**src/source/mem_sys_params.svh**
```systemverilog
`ifndef MEM_SYS_PARAMS_SVH
`define MEM_SYS_PARAMS_SVH

// Bus and data widths
`define MS_ADDR_W      32
`define MS_WORD_W      32

// Cache geometry
`define MS_LINE_WORDS  8
`define MS_NUM_SETS    8

// Address split, tag | index | byte offset
`define MS_OFS_W       5
`define MS_IDX_W       3
`define MS_TAG_W       24
`define MS_BEAT_W      3   // Counts the words of one burst

`endif

```
**src/source/mem_sys_pkg.sv**
```systemverilog
`include "mem_sys_params.svh"

package mem_sys_pkg;

   typedef logic [`MS_ADDR_W-1:0]                  addr_t;
   typedef logic [`MS_WORD_W-1:0]                  word_t;
   typedef logic [`MS_LINE_WORDS*`MS_WORD_W-1:0]   line_t;      // Word 0 in low bits
   typedef logic [`MS_ADDR_W-`MS_OFS_W-1:0]        line_addr_t; // Address without offset
   typedef logic [`MS_TAG_W-1:0]                   tag_t;

   // Miss sequencer of the data cache
   typedef enum logic [1:0] {
      C_LOOKUP,
      C_WAIT_WB,
      C_REFILL
   } cache_state_e;

   typedef enum logic [1:0] {
      RD_IDLE,
      RD_ADDR,
      RD_DATA
   } rd_state_e;

   typedef enum logic [1:0] {
      WR_IDLE,
      WR_ADDR,
      WR_DATA,
      WR_RESP
   } wr_state_e;

endpackage

```
**src/source/mem_sys_ifs.sv**
```systemverilog
////////////////////////////////////////////////////////////
// Cache to line fill buffer
////////////////////////////////////////////////////////////
interface line_fill_if;
   import mem_sys_pkg::*;
   logic       start;      // One-cycle pulse
   line_addr_t line_addr;
   line_t      line;
   logic       done;       // Line valid while high

   modport master (output start, output line_addr, input line, input done);
   modport slave  (input start, input line_addr, output line, output done);
endinterface

// Fill buffer to burst master, read side
interface rd_burst_if;
   import mem_sys_pkg::*;
   logic       req;
   line_addr_t line_addr;
   logic       beat_valid; // One per accepted R beat
   word_t      beat_data;
   logic       beat_last;

   modport master (output req, output line_addr,
                   input beat_valid, input beat_data, input beat_last);
   modport slave  (input req, input line_addr,
                   output beat_valid, output beat_data, output beat_last);
endinterface

////////////////////////////////////////////////////////////
// Cache to line write buffer
////////////////////////////////////////////////////////////
interface line_write_if;
   import mem_sys_pkg::*;
   logic       load;
   line_addr_t line_addr;
   line_t      line;
   logic       busy;
   line_addr_t held_addr;  // Line still waiting for its write response

   modport master (output load, output line_addr, output line, input busy, input held_addr);
   modport slave  (input load, input line_addr, input line, output busy, output held_addr);
endinterface

interface wr_burst_if;
   import mem_sys_pkg::*;
   logic       req;
   line_addr_t line_addr;
   word_t      beat_data;
   logic       beat_take;  // Accepted W beat
   logic       done;       // B handshake

   modport master (output req, output line_addr, output beat_data,
                   input beat_take, input done);
   modport slave  (input req, input line_addr, input beat_data,
                   output beat_take, output done);
endinterface

```
**src/source/axi_burst_master.sv**
```systemverilog
`include "mem_sys_params.svh"

module axi_burst_master (
   input  logic               Clk,
   input  logic               arst_n_i,
   rd_burst_if.slave          rd,
   wr_burst_if.slave          wr,
   // Read address and data
   output mem_sys_pkg::addr_t m_axi_araddr_o,
   output logic [7:0]         m_axi_arlen_o,
   output logic               m_axi_arvalid_o,
   input  logic               m_axi_arready_i,
   input  mem_sys_pkg::word_t m_axi_rdata_i,
   input  logic               m_axi_rlast_i,
   input  logic               m_axi_rvalid_i,
   output logic               m_axi_rready_o,
   // Write address, data and response
   output mem_sys_pkg::addr_t m_axi_awaddr_o,
   output logic [7:0]         m_axi_awlen_o,
   output logic               m_axi_awvalid_o,
   input  logic               m_axi_awready_i,
   output mem_sys_pkg::word_t m_axi_wdata_o,
   output logic               m_axi_wlast_o,
   output logic               m_axi_wvalid_o,
   input  logic               m_axi_wready_i,
   input  logic               m_axi_bvalid_i,
   output logic               m_axi_bready_o
);
   import mem_sys_pkg::*;

   rd_state_e             rd_state_q;
   wr_state_e             wr_state_q;
   addr_t                 araddr_q;
   addr_t                 awaddr_q;
   logic [`MS_BEAT_W-1:0] wcnt_q;

   ////////////////////////////////////////////////////////////
   // Read channel
   ////////////////////////////////////////////////////////////
   always_ff @(posedge Clk or negedge arst_n_i) begin
      if (!arst_n_i) begin
         rd_state_q <= RD_IDLE;
      end else begin
         case (rd_state_q)
            RD_IDLE: if (rd.req) rd_state_q <= RD_ADDR;
            RD_ADDR: if (m_axi_arready_i) rd_state_q <= RD_DATA;
            RD_DATA: if (m_axi_rvalid_i && m_axi_rlast_i) rd_state_q <= RD_IDLE;
            default: rd_state_q <= RD_IDLE;
         endcase
      end
   end

   always_ff @(posedge Clk) begin
      if ((rd_state_q == RD_IDLE) && rd.req) araddr_q <= {rd.line_addr, {`MS_OFS_W{1'b0}}};
   end

   assign m_axi_araddr_o  = araddr_q;
   assign m_axi_arlen_o   = 8'(`MS_LINE_WORDS - 1);
   assign m_axi_arvalid_o = (rd_state_q == RD_ADDR);
   assign m_axi_rready_o  = (rd_state_q == RD_DATA);   // Never refuses a beat

   assign rd.beat_valid = m_axi_rready_o && m_axi_rvalid_i;
   assign rd.beat_data  = m_axi_rdata_i;
   assign rd.beat_last  = m_axi_rlast_i;

   ////////////////////////////////////////////////////////////
   // Write channel
   ////////////////////////////////////////////////////////////
   always_ff @(posedge Clk or negedge arst_n_i) begin
      if (!arst_n_i) begin
         wr_state_q <= WR_IDLE;
         wcnt_q     <= '0;
      end else begin
         case (wr_state_q)
            WR_IDLE: if (wr.req) wr_state_q <= WR_ADDR;
            WR_ADDR: begin
               if (m_axi_awready_i) begin
                  wr_state_q <= WR_DATA;
                  wcnt_q     <= '0;
               end
            end
            WR_DATA: begin
               if (m_axi_wready_i) begin
                  wcnt_q <= wcnt_q + 1'b1;
                  if (m_axi_wlast_o) wr_state_q <= WR_RESP;
               end
            end
            WR_RESP: if (m_axi_bvalid_i) wr_state_q <= WR_IDLE;  // Response not inspected
            default: wr_state_q <= WR_IDLE;
         endcase
      end
   end

   always_ff @(posedge Clk) begin
      if ((wr_state_q == WR_IDLE) && wr.req) awaddr_q <= {wr.line_addr, {`MS_OFS_W{1'b0}}};
   end

   assign m_axi_awaddr_o  = awaddr_q;
   assign m_axi_awlen_o   = 8'(`MS_LINE_WORDS - 1);
   assign m_axi_awvalid_o = (wr_state_q == WR_ADDR);
   assign m_axi_wvalid_o  = (wr_state_q == WR_DATA);
   assign m_axi_wdata_o   = wr.beat_data;
   assign m_axi_wlast_o   = m_axi_wvalid_o && (wcnt_q == `MS_BEAT_W'(`MS_LINE_WORDS - 1));
   assign m_axi_bready_o  = (wr_state_q == WR_RESP);

   assign wr.beat_take = m_axi_wvalid_o && m_axi_wready_i;
   assign wr.done      = m_axi_bready_o && m_axi_bvalid_i;

endmodule

```
**src/source/dcache.sv**
```systemverilog
`include "mem_sys_params.svh"

module dcache (
   input  logic               Clk,
   input  logic               arst_n_i,
   input  logic               req_en_i,
   input  logic               req_we_i,
   input  mem_sys_pkg::addr_t req_addr_i,
   input  mem_sys_pkg::word_t req_wdata_i,
   output mem_sys_pkg::word_t req_rdata_o,
   output logic               stall_o,
   line_fill_if.master        fill,
   line_write_if.master       evict
);
   import mem_sys_pkg::*;

   // Storage
   logic [`MS_NUM_SETS-1:0] valid_q;
   logic [`MS_NUM_SETS-1:0] dirty_q;
   tag_t                    tag_q  [`MS_NUM_SETS];
   line_t                   data_q [`MS_NUM_SETS];

   cache_state_e            state_q;
   logic                    load_q;
   logic                    start_q;
   line_addr_t              miss_line_q;

   logic [`MS_IDX_W-1:0]    idx;
   tag_t                    tag;
   logic [`MS_BEAT_W-1:0]   wsel;
   logic                    hit;
   logic                    wr_hit;
   logic                    miss;
   logic [`MS_IDX_W-1:0]    midx;
   tag_t                    mtag;
   logic                    need_evict;

   ////////////////////////////////////////////////////////////
   // Lookup
   ////////////////////////////////////////////////////////////
   assign idx  = req_addr_i[`MS_OFS_W +: `MS_IDX_W];
   assign tag  = req_addr_i[`MS_ADDR_W-1 -: `MS_TAG_W];
   assign wsel = req_addr_i[2 +: `MS_BEAT_W];   // Bits 1:0 ignored

   assign hit    = valid_q[idx] && (tag_q[idx] == tag);
   assign wr_hit = (state_q == C_LOOKUP) && req_en_i && req_we_i && hit;
   assign miss   = (state_q == C_LOOKUP) && req_en_i && !hit;

   assign req_rdata_o = data_q[idx][wsel*`MS_WORD_W +: `MS_WORD_W];
   assign stall_o     = req_en_i && !((state_q == C_LOOKUP) && hit);

   // Set of the outstanding miss
   assign midx       = miss_line_q[`MS_IDX_W-1:0];
   assign mtag       = miss_line_q[`MS_IDX_W +: `MS_TAG_W];
   assign need_evict = valid_q[midx] && dirty_q[midx];

   assign evict.load      = load_q;
   assign evict.line_addr = {tag_q[midx], midx};
   assign evict.line      = data_q[midx];

   assign fill.start     = start_q;
   assign fill.line_addr = miss_line_q;

   ////////////////////////////////////////////////////////////
   // Miss sequencer
   ////////////////////////////////////////////////////////////
   always_ff @(posedge Clk or negedge arst_n_i) begin
      if (!arst_n_i) begin
         state_q <= C_LOOKUP;
         valid_q <= '0;
         dirty_q <= '0;
         load_q  <= 1'b0;
         start_q <= 1'b0;
      end else begin
         load_q  <= 1'b0;
         start_q <= 1'b0;
         case (state_q)
            C_LOOKUP: begin
               if (wr_hit) begin
                  dirty_q[idx] <= 1'b1;
               end else if (miss) begin
                  state_q <= C_WAIT_WB;
               end
            end
            C_WAIT_WB: begin
               if (need_evict) begin
                  if (!evict.busy) begin
                     load_q        <= 1'b1;   // Victim now owned by write buffer
                     dirty_q[midx] <= 1'b0;
                  end
               end else if (!(evict.busy && (evict.held_addr == miss_line_q))) begin
                  // A draining copy of the missed line must reach memory first
                  start_q <= 1'b1;
                  state_q <= C_REFILL;
               end
            end
            C_REFILL: begin
               if (fill.done) begin
                  valid_q[midx] <= 1'b1;
                  dirty_q[midx] <= 1'b0;
                  state_q       <= C_LOOKUP;
               end
            end
            default: state_q <= C_LOOKUP;
         endcase
      end
   end

   // Arrays and miss address
   always_ff @(posedge Clk) begin
      if (wr_hit) begin
         data_q[idx][wsel*`MS_WORD_W +: `MS_WORD_W] <= req_wdata_i;
      end
      if (miss) begin
         miss_line_q <= req_addr_i[`MS_ADDR_W-1:`MS_OFS_W];
      end
      if ((state_q == C_REFILL) && fill.done) begin
         data_q[midx] <= fill.line;
         tag_q[midx]  <= mtag;
      end
   end

endmodule

```
**src/source/line_fill_buf.sv**
```systemverilog
`include "mem_sys_params.svh"

module line_fill_buf (
   input  logic        Clk,
   input  logic        arst_n_i,
   line_fill_if.slave  fill,
   rd_burst_if.master  rd
);
   import mem_sys_pkg::*;

   logic                  req_q;
   logic                  done_q;
   logic [`MS_BEAT_W-1:0] cnt_q;    // Next word slot
   line_addr_t            addr_q;
   line_t                 line_q;

   always_ff @(posedge Clk or negedge arst_n_i) begin
      if (!arst_n_i) begin
         req_q  <= 1'b0;
         done_q <= 1'b0;
         cnt_q  <= '0;
      end else begin
         req_q  <= fill.start;
         done_q <= rd.beat_valid && rd.beat_last;
         if (fill.start) cnt_q <= '0;
         else if (rd.beat_valid) cnt_q <= cnt_q + 1'b1;
      end
   end

   always_ff @(posedge Clk) begin
      if (fill.start) addr_q <= fill.line_addr;
      if (rd.beat_valid) line_q[cnt_q*`MS_WORD_W +: `MS_WORD_W] <= rd.beat_data;
   end

   assign rd.req       = req_q;
   assign rd.line_addr = addr_q;
   assign fill.line    = line_q;
   assign fill.done    = done_q;   // Cycle after the last beat

endmodule

```
**src/source/line_write_buf.sv**
```systemverilog
`include "mem_sys_params.svh"

module line_write_buf (
   input  logic        Clk,
   input  logic        arst_n_i,
   line_write_if.slave evict,
   wr_burst_if.master  wr
);
   import mem_sys_pkg::*;

   logic                  busy_q;
   logic                  req_q;
   logic [`MS_BEAT_W-1:0] cnt_q;
   line_addr_t            addr_q;
   line_t                 line_q;

   ////////////////////////////////////////////////////////////
   // Ownership of the victim line
   ////////////////////////////////////////////////////////////
   always_ff @(posedge Clk or negedge arst_n_i) begin
      if (!arst_n_i) begin
         busy_q <= 1'b0;
         req_q  <= 1'b0;
         cnt_q  <= '0;
      end else begin
         req_q <= evict.load;
         if (evict.load) begin
            busy_q <= 1'b1;
            cnt_q  <= '0;
         end else begin
            if (wr.done) busy_q <= 1'b0;     // Released on write response
            if (wr.beat_take) cnt_q <= cnt_q + 1'b1;
         end
      end
   end

   always_ff @(posedge Clk) begin
      if (evict.load) begin
         addr_q <= evict.line_addr;
         line_q <= evict.line;
      end
   end

   assign evict.busy      = busy_q;
   assign evict.held_addr = addr_q;

   assign wr.req       = req_q;
   assign wr.line_addr = addr_q;
   assign wr.beat_data = line_q[cnt_q*`MS_WORD_W +: `MS_WORD_W];

endmodule

```
**src/source/mem_sys_top.sv**
```systemverilog
module mem_sys_top (
   input  logic               Clk,
   input  logic               arst_n_i,
   // Request port
   input  logic               req_en_i,
   input  logic               req_we_i,
   input  mem_sys_pkg::addr_t req_addr_i,
   input  mem_sys_pkg::word_t req_wdata_i,
   output mem_sys_pkg::word_t req_rdata_o,
   output logic               stall_o,
   // Memory side
   output mem_sys_pkg::addr_t m_axi_araddr_o,
   output logic [7:0]         m_axi_arlen_o,
   output logic               m_axi_arvalid_o,
   input  logic               m_axi_arready_i,
   input  mem_sys_pkg::word_t m_axi_rdata_i,
   input  logic               m_axi_rlast_i,
   input  logic               m_axi_rvalid_i,
   output logic               m_axi_rready_o,
   output mem_sys_pkg::addr_t m_axi_awaddr_o,
   output logic [7:0]         m_axi_awlen_o,
   output logic               m_axi_awvalid_o,
   input  logic               m_axi_awready_i,
   output mem_sys_pkg::word_t m_axi_wdata_o,
   output logic               m_axi_wlast_o,
   output logic               m_axi_wvalid_o,
   input  logic               m_axi_wready_i,
   input  logic               m_axi_bvalid_i,
   output logic               m_axi_bready_o
);
   import mem_sys_pkg::*;

   line_fill_if  fill_if ();
   rd_burst_if   rd_if ();
   line_write_if evict_if ();
   wr_burst_if   wr_if ();

   // Lookup stage
   dcache i_dcache (
      .Clk, .arst_n_i, .req_en_i, .req_we_i, .req_addr_i, .req_wdata_i,
      .req_rdata_o, .stall_o, .fill(fill_if), .evict(evict_if)
   );

   line_fill_buf  i_line_fill_buf  (.Clk, .arst_n_i, .fill(fill_if), .rd(rd_if));
   line_write_buf i_line_write_buf (.Clk, .arst_n_i, .evict(evict_if), .wr(wr_if));

   // Bus stage
   axi_burst_master i_axi_burst_master (
      .Clk, .arst_n_i, .rd(rd_if), .wr(wr_if),
      .m_axi_araddr_o, .m_axi_arlen_o, .m_axi_arvalid_o, .m_axi_arready_i,
      .m_axi_rdata_i, .m_axi_rlast_i, .m_axi_rvalid_i, .m_axi_rready_o,
      .m_axi_awaddr_o, .m_axi_awlen_o, .m_axi_awvalid_o, .m_axi_awready_i,
      .m_axi_wdata_o, .m_axi_wlast_o, .m_axi_wvalid_o, .m_axi_wready_i,
      .m_axi_bvalid_i, .m_axi_bready_o
   );

endmodule

```
**config.mk**
```make
export PLATFORM = sky130hd
export DESIGN_NAME = mem_sys_top
export DESIGN_NICKNAME = d
export VERILOG_FILES = /design/src/source/mem_sys_pkg.sv /design/src/source/mem_sys_ifs.sv /design/src/source/axi_burst_master.sv /design/src/source/dcache.sv /design/src/source/line_fill_buf.sv /design/src/source/line_write_buf.sv /design/src/source/mem_sys_top.sv
export VERILOG_INCLUDE_DIRS = /design/src /design/src/source
export SDC_FILE = /design/constraint.sdc
export NUM_CORES = 2
export LEC_CHECK = 0
export BUFFER_PORTS_ARGS = -buffer_cell sky130_fd_sc_hd__buf_2
export CAP_MARGIN = 5
export CORE_MARGIN = 8
export CORE_UTILIZATION = 49
export DETAILED_ROUTE_END_ITERATION = 8
export PLACE_DENSITY = 0.71
export SYNTH_ARGS = -nofsm -noshare
export SYNTH_HDL_FRONTEND = slang
export SYNTH_HIERARCHICAL = 1
export SYNTH_SLANG_ARGS = --single-unit
```
**constraint.sdc**
```tcl
create_clock -name Clk -period 9 [get_ports Clk]
set_clock_uncertainty 0.1 [all_clocks]
set_input_delay 0.45 -clock Clk [delete_from_list [all_inputs] [get_ports Clk]]
set_output_delay 0.45 -clock Clk [all_outputs]
set_load 0.01 [all_outputs]
```
Word level (Yosys, flattened, before mapping)
Memory sizes are Yosys's and may differ from the RTL's. A register that Yosys moved wholly into a read port is not among the register bits.
Index checks and enable logic that the tools add are counted.
{"block": "op_classes", "bitwise": 4, "magnitude_cmp": 4, "add_sub_neg": 5, "n_reduce_logical": 37, "n_eq_ne": 26, "n_shift": 6, "muxes": 54}
{"op": "2-to-1 mux 256 bit", "n": 3}
{"op": "variable shift 32 x 34 -> 256 bit (first input constant)", "n": 2}
{"op": "indexed part select 256 x 9 -> 32 bit", "n": 2}
{"op": "indexed part select 32 x 34 -> 256 bit", "n": 2}
{"op": "bitwise mux 256 bit", "n": 1}
{"op": "OR reduction 256 bit", "n": 1}
{"op": "negation 8 -> 34 bit", "n": 2}
{"op": "2-to-1 mux 8 bit", "n": 4}
{"op": "equality test 27 bit", "n": 1}
{"op": "2-to-1 mux 2 bit", "n": 13}
{"op": "equality test 24 bit", "n": 1}
{"op": "case mux 8 bit (3 select lines)", "n": 1}
{"op": "2-to-1 mux 3 bit", "n": 7}
{"op": "logical AND 1 bit", "n": 20}
{"op": "inequality test 2 bit (second input constant)", "n": 10}
{"op": "2-to-1 mux 1 bit", "n": 16}
{"op": "bitwise OR 8 bit", "n": 2}
{"op": "AND reduction 5 bit", "n": 3}
{"op": "inequality test 2 x 1 -> 1 bit (second input constant)", "n": 6}
{"op": "case mux 2 bit (3 select lines)", "n": 2}
{"op": "adder 3 x 1 -> 3 bit (second input constant)", "n": 3}
{"op": "binary-select mux 1 bit (select 3 bit)", "n": 3}
{"op": "bitwise AND 8 bit", "n": 1}
{"op": "equality test 2 bit (second input constant)", "n": 4}
{"op": "14 further kinds", "n": 26}
{"block": "word_totals", "ram_bits": 2240, "input_bits": 106, "regBits": 428, "memories": 2}
{"memory": "i_dcache.data_q", "depth": 8, "width": 256, "rd": 2, "rd_ports_with_merged_regs": 1, "wr": 1, "line": "dcache.sv:21", "rtl": "line_t data_q [`MS_NUM_SETS];"}
{"memory": "i_dcache.tag_q", "depth": 8, "width": 24, "rd": 2, "rd_ports_with_merged_regs": 1, "wr": 1, "line": "dcache.sv:20", "rtl": "tag_t tag_q [`MS_NUM_SETS];"}

Longest topological paths before layout
{"block": "logic_depth", "word_depth": 9, "depth_mapped": 15, "ltp_nobuf": 8}

Hierarchy
The synthesis kept the hierarchy.
{"mod": "dcache", "cells_each": 6222, "instances": 1, "seq_area_each_um2": 68635.8, "area_each_um2": 105622.6}
{"mod": "line_fill_buf", "cells_each": 677, "instances": 1, "seq_area_each_um2": 8623.3, "area_each_um2": 11322.1}
{"mod": "line_write_buf", "cells_each": 439, "instances": 1, "seq_area_each_um2": 8623.3, "area_each_um2": 10938.0}
{"mod": "axi_burst_master", "cells_each": 206, "instances": 1, "seq_area_each_um2": 1796.7, "area_each_um2": 2897.8}

Least setup slack after synthesis
OpenSTA, ideal clock, no wires.
{"block": "synth_timing", "path_kind": "reg2reg", "start": "register i_dcache.load_q (netlist: i_dcache/evict.load)", "end": "register i_line_write_buf.req_q (netlist: i_line_write_buf/wr.req)", "stages_incl_launch_ff": 1, "period_less_slack_ns": 6.958, "n_path_buf": 0, "required_ns": 8.144, "t_arrival_ns": 6.102, "path_slack_ns": 2.042, "cell_sequence": "dfrtp_1"}
{"item": "from (decl)", "line": "dcache.sv:24", "rtl": "logic load_q;"}
{"item": "from (signal assigned)", "line": "dcache.sv:72", "rtl": "load_q <= 1'b0;"}
{"item": "from (signal assigned)", "line": "dcache.sv:75", "rtl": "load_q <= 1'b0;"}
{"item": "from (signal assigned)", "line": "dcache.sv:88", "rtl": "load_q <= 1'b1;"}
{"item": "to (signal assigned)", "line": "line_write_buf.sv:26", "rtl": "req_q <= evict.load;"}
{"item": "to (decl)", "line": "line_write_buf.sv:12", "rtl": "logic req_q;"}
No word-level cell between the ends.

Worst setup path after layout
{"block": "layout_timing", "start": "input req_addr_i[7]", "end": "output req_rdata_o[10]"}
{"block": "layout_between", "elab_chain_cells": 2}
{"item": "from (decl)", "line": "mem_sys_top.sv:7", "rtl": "input mem_sys_pkg::addr_t req_addr_i,"}
{"item": "memory read (8 x 256 bit)"}
{"item": "indexed part select 256 x 9 -> 32 bit", "line": "dcache.sv:49", "rtl": "assign req_rdata_o = data_q[idx][wsel*`MS_WORD_W +: `MS_WORD_W];"}
{"item": "to (decl)", "line": "mem_sys_top.sv:9", "rtl": "output mem_sys_pkg::word_t req_rdata_o,"}
No other way between the ends.

==> out/metrics.cfg <==
[placement]
placed_cells = 10868
io_buffers = 228
dp_hpwl_um = 277200
routabilityCongestion = 0.9374

[finish]
final_net_count = 7828
seqCellArea_um2 = 87700
finalNonFillerCells = 11533
drive_above_1_share = 0.2739
areaGrowthSynthToFinish_pct = 12.22
fillCellCount = 20012
multiInputGateArea_um2 = 40420

[outcome]
violations = design-rule violations
outcome = complete, but fails checks

[detailed_routing]
ant_nets = 0
drtPass1Iterations = 9
wl_per_cell_um = 39.07
drc = 11
avgViaCountPerCell = 7.278
vias = 83941
drt_iter0_drc = 13900
drt-total-wl_um = 450600

[synthesis]
syn_inst = 7544
ys_seq_area_frac = 0.6704
synthDistinctLibCells = 90
ys.flop_type = edfxtp_1
synth_edf_count = 2887
syn_area_um2 = 130800
ys_warn_count = 6
syn_area_per_cell_um2 = 17.34
ys_ff_latch = 2927
async_flop_share = 0.01264

[floorplanning]
dieArea_um2 = 283700
core_um2 = 265300
placementRows = 189
num_io_pins = 257
start_util = 0.4929
fp.dieW_um = 532.6
dieHeight_um = 532.6

[timing]
relSlewSlack = 0.07364
maxSlewViolCount = 0
hold_viol = 0
clock.fmax_mhz = 144.1
fin_setup_tns_ns = 0
fin_crit_sh = 0.7713
rsz0062_at_grt = false
tightest_slew_ns = 1.375
period_minus_slack_ns = 6.941
setup_viol = 0

[setup_path]
cp.required_ns = 8.45
crit_path_end_kind = output port
start_kind = input pin
worst_ep_arrival_time_ns = 6.39
critPathKind = input pin to output port
worst-path-max-fanout = 53

[clocking]
cts-buffers-inserted = 302
cts_buffer_depth = 4
cts_setup_buffers = 0
cts_tree = done
cts_sinks = 2927
clk_pin_slew_ns = 0.06
insertion_delay_ns = 0.89
htreeDepth = 5
cts-root-buf = clkbuf_16

[global_route]
grt_pass1_vias = 81757
antenna_found_initial = 67
grt.overflow.total = 0
grt.total_usage = 0.3062
grt_max_degree = 172
grt_pass1_wl_um = 622900

[pwr]
irDropWorstVdd_uv = 197.5
p_leak_nw = 43.29
p_per_area_nw_per_um2 = 200.2

[hold_path]
min_path_type = input pin to flip-flop

[run]
maxCapViolCount = 0

-- where the power goes --
part | total, mW | switching (mW) | internal, mW
registers | 15.0 | 0.107 | 14.9
clock network | 12.3 | 5.28 | 7.04
logic | 2.11 | 1.45 | 0.657
total | 29.4 | 6.83 | 22.5
-- final timing paths --
check | from | endpoint | slack (ns) | cells after the start
max in group asynchronous | arst_n_i | i_dcache/evict.load | 7.80 | 3
worst max-delay path | req_addr_i[7] | req_rdata_o[10] | 2.06 | 12
min in group asynchronous | arst_n_i | i_line_fill_buf/cnt_q[0] | 0.22 | 3
worst min-delay path | m_axi_wready_i | i_axi_burst_master/wcnt_q[0] | 0.05 | 3
worst max register to register | i_dcache/tag_q[7][12] | i_dcache/data_q[7][165] | 3.56 | 10
worst min register to register | i_line_fill_buf/rd.line_addr[22] | i_axi_burst_master/m_axi_araddr_o[27] | 0.32 | 0
-- layout make-up --
| cell class | count | share of cell area |
|---|---|---|
| Antenna cell | 80 | 0.001364 |
| Clock buffer | 360 | 0.05370 |
| Clock inverter | 164 | 0.01096 |
| Inverter | 67 | 0.001748 |
| Multi-Input combinational cell | 3830 | 0.2754 |
| Sequential cell | 2927 | 0.5976 |
| Tap cell | 3533 | 0.03012 |
| Timing Repair Buffer | 572 | 0.02906 |
-- cells by family after synthesis --
group	synth area share
DFF	0.6704
AOI/OAI and AO/OA	0.08876
muxes	0.1669
and+or+nand+nor	0.03904
buffers and inverters	0.02985
xor gates and xnor gates	0.002813
adders and majority gates	0.002105
other	0.00005742
-- worst max-delay path: stages --
cell and delay, ns:
buf_8 0.42, buf_4 0.70, buf_4 0.73, and3b_4 0.86, buf_4 0.34, a22oi_1 0.11, nand2_1 0.11, a2111oi_0 0.07
o21ai_0 0.62, o21ai_0 0.42, a21oi_1 1.10, buf_2 0.30
-- state kept, by name, indices dropped and copies added (netlist names), named ones only --
name                               count
i_axi_burst_master/wr_state_q          2
i_line_fill_buf/rd.req                 1
i_dcache/dirty_q                       8
i_line_fill_buf/cnt_q                  3
i_dcache/data_q                     2048
i_line_fill_buf/rd.line_addr          27
i_line_fill_buf/fill.line            256
i_axi_burst_master/rd_state_q          2
i_line_write_buf/wr.req                1
i_dcache/fill.start                    1
i_line_write_buf/line_q              256
i_axi_burst_master/m_axi_awaddr_o     27
i_line_write_buf/evict.held_addr      27
i_dcache/state_q                       2
i_axi_burst_master/wcnt_q              3
i_line_write_buf/cnt_q                 3
i_dcache/evict.load                    1
i_axi_burst_master/m_axi_araddr_o     27
i_dcache/fill.line_addr               27
i_line_write_buf/evict.busy            1
i_dcache/tag_q                       192
i_dcache/valid_q                       8
i_line_fill_buf/fill.done              1
-- cells in the mapped netlist, drive strengths merged, types with 24 or more instances --
library cell / instances / area [um2]
edfxtp: 2887 / 86690
o21ai: 199 / 996.0
dfrtp: 37 / 925.9
nor2: 125 / 474.2
nand3: 68 / 340.3
mux4: 702 / 15900
a21oi: 205 / 1026
clkbuf: 365 / 1371
nand2: 241 / 907.1
mux2: 364 / 4106
o31ai: 65 / 488.0
a31oi: 34 / 212.7
a22o: 136 / 1192
o211ai: 33 / 247.7
a22oi: 554 / 4159
a32o: 128 / 1281
nor4: 107 / 932.1
and2: 132 / 825.8
inv: 64 / 242.7
xnor2: 24 / 210.2
a221oi: 104 / 917.1
and3: 33 / 211.5
buf: 379 / 2278
nand4: 121 / 757.0
mux2i: 182 / 1822
-- timing repair --
item / in CTS / in global routing
endpoints found under the hold margin: 221 / 0
gates resized for setup: 0 / 0
hold buffers: 60 / 0
-- per-stage QoR --
stage	utilization	power (mW)	setup WS, ns	hold WS [ns]	instance area [um2]
2_1_floorplan	-	16.35	2.042	0.05441	130900
3_3_place_gp	0.5143	17.19	2.277	0.3021	136500
3_5_place_dp	0.5143	17.23	2.313	0.3045	136500
4_1_cts	0.5523	29.33	2.474	0.001083	146500
5_1_grt	0.5529	29.92	2.278	0.03799	146700
6_report	0.5531	29.38	2.059	0.05382	146800
-- layout by cell type, fill, tap and decap left out, types with 116 or more instances in the layout --
cell and n:
clkbuf_16 307, mux2_2 362, o21ai_0 196, a22oi_1 554, a21oi_1 197, edfxtp_1 2887
buf_2 222, a22o_1 135, a32o_1 128, and2_1 126, nand4_1 121, buf_4 257
nand2_1 239, nor2_1 116, mux4_2 677, mux2i_1 182
-- layer usage --
metal  GRT usage  routed length (um)  vias up
met5           0                  59        -
met4      0.1706               30570        8
met1      0.3964              149100    42665
met3      0.1152               76760     1447
li1            -                   -    31950
met2      0.4471              194100     7871
(Power assumes the default switching activity.)
